<file path="config.mk">
export PLATFORM = sky130hd
export DESIGN_NAME = flow_core
export DESIGN_NICKNAME = d
export VERILOG_FILES = /design/src/design/mips16_pkg.sv /design/src/design/exec_unit.sv /design/src/design/flow_core.sv /design/src/design/instr_decode.sv /design/src/design/instr_mem.sv /design/src/design/jmp_ctrl.sv /design/src/design/reg_file.sv
export SDC_FILE = /design/constraint.sdc
export NUM_CORES = 2
export LEC_CHECK = 0
export BUFFER_PORTS_ARGS = -buffer_cell sky130_fd_sc_hd__buf_4
export CAP_MARGIN = 10
export CORE_ASPECT_RATIO = 0.7
export CORE_MARGIN = 3
export CORE_UTILIZATION = 55
export CTS_CLUSTER_DIAMETER = 120
export DETAILED_ROUTE_END_ITERATION = 10
export GPL_TIMING_DRIVEN = 1
export PLACE_DENSITY_LB_ADDON = 0.2
export SLEW_MARGIN = 15
export SYNTH_ARGS = -nofsm -noshare
export SYNTH_HDL_FRONTEND = slang
export SYNTH_MEMORY_MAX_BITS = 65536
export SYNTH_SLANG_ARGS = --single-unit
</file>
<file path="constraint.sdc">
create_clock -name clk -period 12.52 [get_ports clk]
set_clock_uncertainty 0.2 [all_clocks]
set_input_delay 1.878 -clock clk [delete_from_list [all_inputs] [get_ports clk]]
set_output_delay 1.878 -clock clk [all_outputs]
set_load 0.005 [all_outputs]
</file>
<file path="src/design/mips16_pkg.sv">
package mips16_pkg;

	typedef logic [15:0] word_t;
	typedef logic [3:0] reg_sel_t;

	localparam reg_sel_t SEL_T = 4'd8;
	localparam reg_sel_t SEL_RA = 4'd9;

	// Major opcode field, instr[15:11]
	typedef enum logic [4:0] {
		MAJ_NOP = 5'b00001,
		MAJ_B = 5'b00010,
		MAJ_BEQZ = 5'b00100,
		MAJ_BNEZ = 5'b00101,
		MAJ_ADDIU = 5'b01001,
		MAJ_TBR = 5'b01100, // BTEQZ / BTNEZ
		MAJ_LI = 5'b01101,
		MAJ_CMPI = 5'b01110,
		MAJ_JMP = 5'b11101 // JR / JALR / JRRA
	} major_e;

	typedef enum logic [3:0] {
		OP_NOP,
		OP_LI,
		OP_ADDIU,
		OP_CMPI,
		OP_B,
		OP_BEQZ,
		OP_BNEZ,
		OP_BTEQZ,
		OP_BTNEZ,
		OP_JR,
		OP_JALR,
		OP_JRRA
	} op_e;

	typedef struct packed {
		op_e op;
		logic [2:0] rx;
		word_t imm8; // Sign extended
		word_t imm8_zx;
		word_t off11; // Sign extended
	} decoded_t;

	typedef struct packed {
		logic set_pc;
		word_t target;
	} redirect_t;

	typedef struct packed {
		logic en;
		reg_sel_t sel;
		word_t value;
	} wb_t;

	typedef struct packed {
		word_t pc;
		word_t instr;
		wb_t wb;
	} retire_t;

endpackage

</file>
<file path="src/design/exec_unit.sv">
`timescale 1ns/1ns

module exec_unit (
	input mips16_pkg::decoded_t dec,
	input mips16_pkg::word_t rx_value,
	output mips16_pkg::wb_t wb
);
	import mips16_pkg::*;

	reg_sel_t rx_sel;
	word_t sum;
	logic cmp_eq;

	assign rx_sel = {1'b0, dec.rx};
	assign sum = rx_value + dec.imm8;
	assign cmp_eq = (rx_value == dec.imm8_zx);

	always_comb begin
		wb.en = 1'b0;
		wb.sel = rx_sel;
		wb.value = '0;

		case (dec.op)
			OP_LI: begin
				wb.en = 1'b1;
				wb.value = dec.imm8_zx;
			end
			OP_ADDIU: begin
				wb.en = 1'b1;
				wb.value = sum;
			end
			OP_CMPI: begin
				wb.en = 1'b1;
				wb.sel = SEL_T;
				wb.value = cmp_eq ? 16'd0 : 16'd1; // T is 0 on match
			end
			default: begin
				wb.en = 1'b0;
			end
		endcase
	end

endmodule

</file>
<file path="src/design/flow_core.sv">
`timescale 1ns/1ns

module flow_core #(
	parameter int IMEM_DEPTH_LOG2 = 8
) (
	input logic clk,
	input logic reset,
	input logic run,
	input logic load_en,
	input logic [IMEM_DEPTH_LOG2-1:0] load_addr,
	input mips16_pkg::word_t load_data,
	output logic retire_valid,
	output mips16_pkg::retire_t retire
);
	import mips16_pkg::*;

	word_t pc;
	word_t pc_next;
	word_t instr;
	word_t rx_value;
	word_t t_value;
	word_t ra_value;
	decoded_t dec;
	redirect_t redirect;
	wb_t exec_wb;
	wb_t ra_wb;
	wb_t wb_merged;
	wb_t rf_wb;

	instr_mem #(
		.IMEM_DEPTH_LOG2(IMEM_DEPTH_LOG2)
	) u_imem (
		.clk(clk),
		.load_en(load_en),
		.load_addr(load_addr),
		.load_data(load_data),
		.fetch_addr(pc),
		.instr(instr)
	);

	instr_decode u_dec (
		.instr(instr),
		.dec(dec)
	);

	reg_file u_rf (
		.clk(clk),
		.reset(reset),
		.rx(dec.rx),
		.rx_value(rx_value),
		.t_value(t_value),
		.ra_value(ra_value),
		.wb(rf_wb)
	);

	exec_unit u_exec (
		.dec(dec),
		.rx_value(rx_value),
		.wb(exec_wb)
	);

	jmp_ctrl u_jmp (
		.dec(dec),
		.pc(pc),
		.rx_value(rx_value),
		.t_value(t_value),
		.ra_value(ra_value),
		.redirect(redirect),
		.ra_wb(ra_wb)
	);

	// At most one source is enabled per opcode
	assign wb_merged = exec_wb.en ? exec_wb : ra_wb;

	always_comb begin
		rf_wb = wb_merged;
		rf_wb.en = wb_merged.en & run;
	end

	assign pc_next = redirect.set_pc ? redirect.target : pc + 16'd1;

	always_ff @(posedge clk) begin
		if (reset) begin
			pc <= '0;
		end else if (run) begin
			pc <= pc_next;
		end
	end

	// Trace of cycle n shows up in cycle n+1
	always_ff @(posedge clk) begin
		if (reset) begin
			retire_valid <= 1'b0;
			retire <= '0;
		end else begin
			retire_valid <= run;
			if (run) begin
				retire.pc <= pc;
				retire.instr <= instr;
				retire.wb <= wb_merged;
			end
		end
	end

endmodule

</file>
<file path="src/design/instr_decode.sv">
`timescale 1ns/1ns

module instr_decode (
	input mips16_pkg::word_t instr,
	output mips16_pkg::decoded_t dec
);
	import mips16_pkg::*;

	localparam logic [2:0] SUB_BTEQZ = 3'b000;
	localparam logic [2:0] SUB_BTNEZ = 3'b001;
	localparam logic [7:0] FN_JR = 8'b0000_0000;
	localparam logic [7:0] FN_JALR = 8'b1100_0000;
	localparam logic [7:0] FN_JRRA = 8'b0010_0000;

	major_e major;

	assign major = major_e'(instr[15:11]);

	always_comb begin
		dec.op = OP_NOP; // Unknown encodings retire as NOP
		dec.rx = instr[10:8];
		dec.imm8 = {{8{instr[7]}}, instr[7:0]};
		dec.imm8_zx = {8'h00, instr[7:0]};
		dec.off11 = {{5{instr[10]}}, instr[10:0]};

		case (major)
			MAJ_NOP: begin
				dec.op = OP_NOP;
			end
			MAJ_LI: begin
				dec.op = OP_LI;
			end
			MAJ_ADDIU: begin
				dec.op = OP_ADDIU;
			end
			MAJ_CMPI: begin
				dec.op = OP_CMPI;
			end
			MAJ_B: begin
				dec.op = OP_B;
			end
			MAJ_BEQZ: begin
				dec.op = OP_BEQZ;
			end
			MAJ_BNEZ: begin
				dec.op = OP_BNEZ;
			end
			MAJ_TBR: begin
				if (instr[10:8] == SUB_BTEQZ) begin
					dec.op = OP_BTEQZ;
				end else if (instr[10:8] == SUB_BTNEZ) begin
					dec.op = OP_BTNEZ;
				end
			end
			MAJ_JMP: begin
				if (instr[7:0] == FN_JR) begin
					dec.op = OP_JR;
				end else if (instr[7:0] == FN_JALR) begin
					dec.op = OP_JALR;
				end else if (instr[7:0] == FN_JRRA && instr[10:8] == 3'b000) begin
					dec.op = OP_JRRA;
				end
			end
			default: begin
				dec.op = OP_NOP;
			end
		endcase
	end

endmodule

</file>
<file path="src/design/instr_mem.sv">
`timescale 1ns/1ns

module instr_mem #(
	parameter int IMEM_DEPTH_LOG2 = 8
) (
	input logic clk,
	input logic load_en,
	input logic [IMEM_DEPTH_LOG2-1:0] load_addr,
	input mips16_pkg::word_t load_data,
	input mips16_pkg::word_t fetch_addr,
	output mips16_pkg::word_t instr
);
	import mips16_pkg::*;

	localparam int DEPTH = 1 << IMEM_DEPTH_LOG2;

	word_t mem [DEPTH];
	logic [IMEM_DEPTH_LOG2-1:0] fetch_idx;

	// Loaded from outside while the core is stopped
	always_ff @(posedge clk) begin
		if (load_en) begin
			mem[load_addr] <= load_data;
		end
	end

	// PC wraps modulo the depth
	always_comb begin
		fetch_idx = '0;
		for (int i = 0; i < IMEM_DEPTH_LOG2; i++) begin
			if (i < $bits(word_t)) begin
				fetch_idx[i] = fetch_addr[i];
			end
		end
	end

	assign instr = mem[fetch_idx]; // Asynchronous read

endmodule

</file>
<file path="src/design/jmp_ctrl.sv">
`timescale 1ns/1ns

module jmp_ctrl (
	input mips16_pkg::decoded_t dec,
	input mips16_pkg::word_t pc,
	input mips16_pkg::word_t rx_value,
	input mips16_pkg::word_t t_value,
	input mips16_pkg::word_t ra_value,
	output mips16_pkg::redirect_t redirect,
	output mips16_pkg::wb_t ra_wb
);
	import mips16_pkg::*;

	word_t pc_inc;
	word_t br_target; // Conditional branches, 8-bit offset
	word_t b_target;
	logic rx_zero;
	logic t_zero;

	assign pc_inc = pc + 16'd1;
	assign br_target = pc_inc + dec.imm8;
	assign b_target = pc_inc + dec.off11;
	assign rx_zero = (rx_value == '0);
	assign t_zero = (t_value == '0);

	always_comb begin
		redirect.set_pc = 1'b0;
		redirect.target = br_target;
		ra_wb.en = 1'b0;
		ra_wb.sel = SEL_RA;
		ra_wb.value = pc_inc;

		case (dec.op)
			OP_B: begin
				redirect.set_pc = 1'b1;
				redirect.target = b_target;
			end
			OP_BEQZ: begin
				redirect.set_pc = rx_zero;
			end
			OP_BNEZ: begin
				redirect.set_pc = !rx_zero;
			end
			OP_BTEQZ: begin
				redirect.set_pc = t_zero;
			end
			OP_BTNEZ: begin
				redirect.set_pc = !t_zero;
			end
			OP_JR: begin
				redirect.set_pc = 1'b1;
				redirect.target = rx_value; // Exact, no +1
			end
			OP_JALR: begin
				redirect.set_pc = 1'b1;
				redirect.target = rx_value;
				ra_wb.en = 1'b1; // Link PC+1
			end
			OP_JRRA: begin
				redirect.set_pc = 1'b1;
				redirect.target = ra_value;
			end
			default: begin
				redirect.set_pc = 1'b0;
			end
		endcase
	end

endmodule

</file>
<file path="src/design/reg_file.sv">
`timescale 1ns/1ns

module reg_file (
	input logic clk,
	input logic reset,
	input logic [2:0] rx,
	output mips16_pkg::word_t rx_value,
	output mips16_pkg::word_t t_value,
	output mips16_pkg::word_t ra_value,
	input mips16_pkg::wb_t wb
);
	import mips16_pkg::*;

	word_t gpr [8];
	word_t t_reg;
	word_t ra_reg;

	always_ff @(posedge clk) begin
		if (reset) begin
			for (int i = 0; i < 8; i++) begin
				gpr[i] <= '0;
			end
			t_reg <= '0;
			ra_reg <= '0;
		end else if (wb.en) begin
			case (wb.sel)
				SEL_T: begin
					t_reg <= wb.value;
				end
				SEL_RA: begin
					ra_reg <= wb.value;
				end
				default: begin
					if (wb.sel < SEL_T) begin // General registers only
						gpr[wb.sel[2:0]] <= wb.value;
					end
				end
			endcase
		end
	end

	// No bypass, reads see the value before this edge
	assign rx_value = gpr[rx];
	assign t_value = t_reg;
	assign ra_value = ra_reg;

endmodule

</file>
==> impl_metrics.tcl <==
set metrics [dict create \
    p_switching_mw 13.4 \
    syn_to_final_growth_pct 11.8 \
    critPathSlowestCell "dfxtp_4" \
    relSlewSlack_pct 3.10 \
    synth_edf_count 4224 \
    synth.top_cell.area_share_pct 74.8 \
    min-delay-path-class "reg2reg" \
    arrival_ns 10.51 \
    core_area_mm2 0.305 \
    synth_area_mm2 0.170 \
    met1Wirelength_um 195000 \
    clk_path_buf_depth 4 \
    power.internal_mw 26.9 \
    hold_viol 0 \
    numCtsBuffers 392 \
    synthFlopType "edfxtp_1" \
    maxCapViolCount 0 \
    synth_area_per_cell_um2 20.5 \
    cts_sinks 4334 \
    die_w_um 670 \
    num_rows 169 \
    synth-xor-area-share_pct 0.176 \
    rsz0062_at_grt "no" \
    worstMarginPinSlew_ns 1.45 \
    hold_buffers 0 \
    grt_max_degree 164 \
    synth_commonest_cells "edfxtp_1 (4224), mux4_2 (956), nor2_1 (533)" \
    critPathMaxFanout 55 \
    drive_above_1_share_pct 25.7 \
    grt_pass1_vias 86300 \
    synth_warnings 0 \
    synthCells 8267 \
    wl_met3_um 87800 \
    crit_family "compound AO/OA/AOI/OAI gates" \
    die_y_um 471 \
    setup_viol 0 \
    ir_drop_mv 0.252 \
    yosysMostFrequentCell "edfxtp_1" \
    io_buffers 81 \
    ant_nets 0 \
    vias 91400 \
    grt_usage_pct 31.9 \
    synth-simple-area-share_pct 3.31 \
    outcome "finished, final reports clean" \
    cts_resized 0 \
    clkPwrFrac_pct 29.8 \
    ios 82 \
    synth_fp_nets 8328 \
    pwr-share-seq_pct 40.5 \
    cts_max_level 5 \
    synthTopCellsByArea "edfxtp_1 (75%), mux4_2 (13%), mux2i_1 (2.0%)" \
    synth_adder_area_share_pct 0.252 \
    drtIter0Drc 16700 \
    period_share_pct 80.6 \
    drv_slew 0 \
    start_util_pct 55.6 \
    critPathMostFrequentCell "o21ai_0" \
    met2_length_um 207000 \
    avgRoutedWirePerCell_um 38.6 \
    die-area_mm2 0.315 \
    finalSetupTns_ns 0 \
    drc 0 \
    post_cts_buffers 0 \
    pwr-share-comb_pct 29.7 \
    routed_wl_um 507000 \
    p_total_mw 40.2 \
    fin_nets 8756 \
    fmax_mhz 99.1 \
    synth_compound_area_share_pct 3.47 \
    ys_types 101 \
    endpoint_kind "flop" \
    critical_path_class "reg2reg" \
    pwr_density_cell_mw_per_mm2 212 \
    cts_tree "done" \
    startpoint_type "flop" \
    synth_top_family_by_area "multiplexers" \
    cts_root_buf "clkbuf_16" \
    period_minus_slack_ns 10.09 \
    synth_top_area_cell "edfxtp_1" \
    required_ns 12.95 \
    ys_seq_area_share_pct 76.1 \
    path_clk_slew_ns 0.07 \
    cp_num_buf_inv 2 \
    cellLeakagePower_nw 58.8 \
    max_stage_delay_ns 1.07 \
    synth_seq_cells 4334 \
    routed_via_density 6.96 \
    hpwl_um 314000 \
    swShare_pct 33.2 \
    grt_pass1_wl_um 701000 \
    gr-total-overflow 0 \
    async_flop_share_pct 0 \
    dr.pass1.iters 9 \
    place.gp.congestion 0.935 \
    antenna_found_initial 38 \
    clock_latency_ns 0.95 \
    synthMuxAreaShare_pct 15.0 \
    highest_layer "met5" \
]
-- cell families (layout without fill, tap and decap cells) --
group	after synthesis	in the layout
XOR/XNOR	34	34
AO/OA/AOI/OAI	812	812
adder cells (fa/ha/maj)	33	33
buffers and inverters	529	1265
other	0	20
multiplexers	1337	1337
AND/OR/NAND/NOR	1188	1188
flip-flops	4334	4334
-- stage by stage --
stage	util [%]	setup WS [ns]	cell area, um2	instances	hold slack [ns]
after floorplan	-	5.77	170000	8267	0.230
after global placement	58.0	1.78	177000	12400	0.243
after detailed placement	58.0	2.90	177000	12400	0.248
after CTS	62.1	2.81	189000	13100	0.254
after global routing	62.2	1.99	190000	13100	0.277
final	62.2	2.43	190000	13100	0.258
-- power groups by stage --
| stage | Clock [mW] | Sequential [mW] | Combinational, mW |
|---|---|---|---|
| floorplan | 0 | 16.4 | 7.20 |
| detailed placement | 0 | 16.6 | 11.5 |
| CTS | 12.1 | 16.3 | 11.5 |
| finish | 12.0 | 16.3 | 11.9 |
| global route | 12.7 | 16.3 | 12.4 |
| global placement | 0 | 16.6 | 11.4 |
-- state kept, by name, indices dropped and copies added (netlist names), named ones only --
name           flops
pc                16
retire            53
retire_valid       1
u_rf.t_value      16
u_rf.gpr         128
u_rf.ra_value     16
u_imem.mem      4096
-- worst paths after layout --
path / from / slack, ns / endpoint / depth (start not counted)
max: flop / 2.43 / u_rf.gpr[3][14]$_SDFFCE_PN0P_ / 25
min: u_rf.ra_value[9]$_SDFFE_PP0P_ / 0.26 / u_rf.ra_value[9]$_SDFFE_PP0P_ / 2
max reg2reg: flop / 2.43 / u_rf.gpr[3][14]$_SDFFCE_PN0P_ / 25
min reg2reg: u_rf.ra_value[9]$_SDFFE_PP0P_ / 0.26 / u_rf.ra_value[9]$_SDFFE_PP0P_ / 2
-- area by class of cell --
type | instances | area [um2]
well taps | 4104 | 5130
clock inverters | 220 | 2260
multi-input cells | 3404 | 38400
inverters | 35 | 138
diodes | 20 | 50.0
flip-flops and latches | 4334 | 129000
fillers | 20700 | 115000
repair buffers | 528 | 4300
clock buffers | 482 | 10300
-- layer usage --
| metal | track usage [%] | up-vias |
|---|---|---|
| met5 | 1.07 | - |
| met4 | 9.45 | 38 |
| met3 | 15.2 | 939 |
| met2 | 42.0 | 7122 |
| met1 | 47.4 | 48000 |
| li1 | - | 35300 |
-- worst reg2reg max path, cell delays in order (launching register included) --
cell      delay (ns)
dfxtp_4         1.07
buf_12          0.53
mux4_2          0.46
o22ai_1         0.09
nor3_1          0.98
or2_1           0.41
o211ai_2        0.31
nor2_4          0.85
buf_4           0.55
mux2i_1         0.25
mux2i_1         0.11
mux2_2          0.35
ha_1            0.36
o21ai_0         0.15
a21boi_0        0.16
o21ai_0         0.23
a21boi_0        0.15
o21ai_0         0.26
a21boi_0        0.16
o21ai_0         0.24
a21boi_0        0.16
o21a_1          0.19
o21ai_0         0.31
a21oi_1         0.14
o31ai_1         0.94
a21oi_1         0.18
-- cell usage in the layout, fill, tap and decap left out, types with 26 or more instances in the layout --
cell type     n
mux2i_1     332
ha_1         31
and2_1       26
clkinv_1     84
nand2b_1     38
edfxtp_1   4224
clkinv_2     63
buf_4       490
nor2_2      134
a22oi_1     202
o22ai_1      87
a22o_1       41
nor2b_1      41
nor4_1       27
nor2_1      375
nand3_1     107
clkbuf_16   398
dfxtp_1     102
o21ai_0      58
mux2_2       38
mux4_2      956
a21oi_1     114
a221oi_1     64
nand4_1      46
nor2_4       27
a211oi_1     37
nand2_1     172
bufinv_16    44
clkbuf_1     82
inv_1        32
nor3_1       55
a31oi_1      36
(Power assumes the default switching activity.)
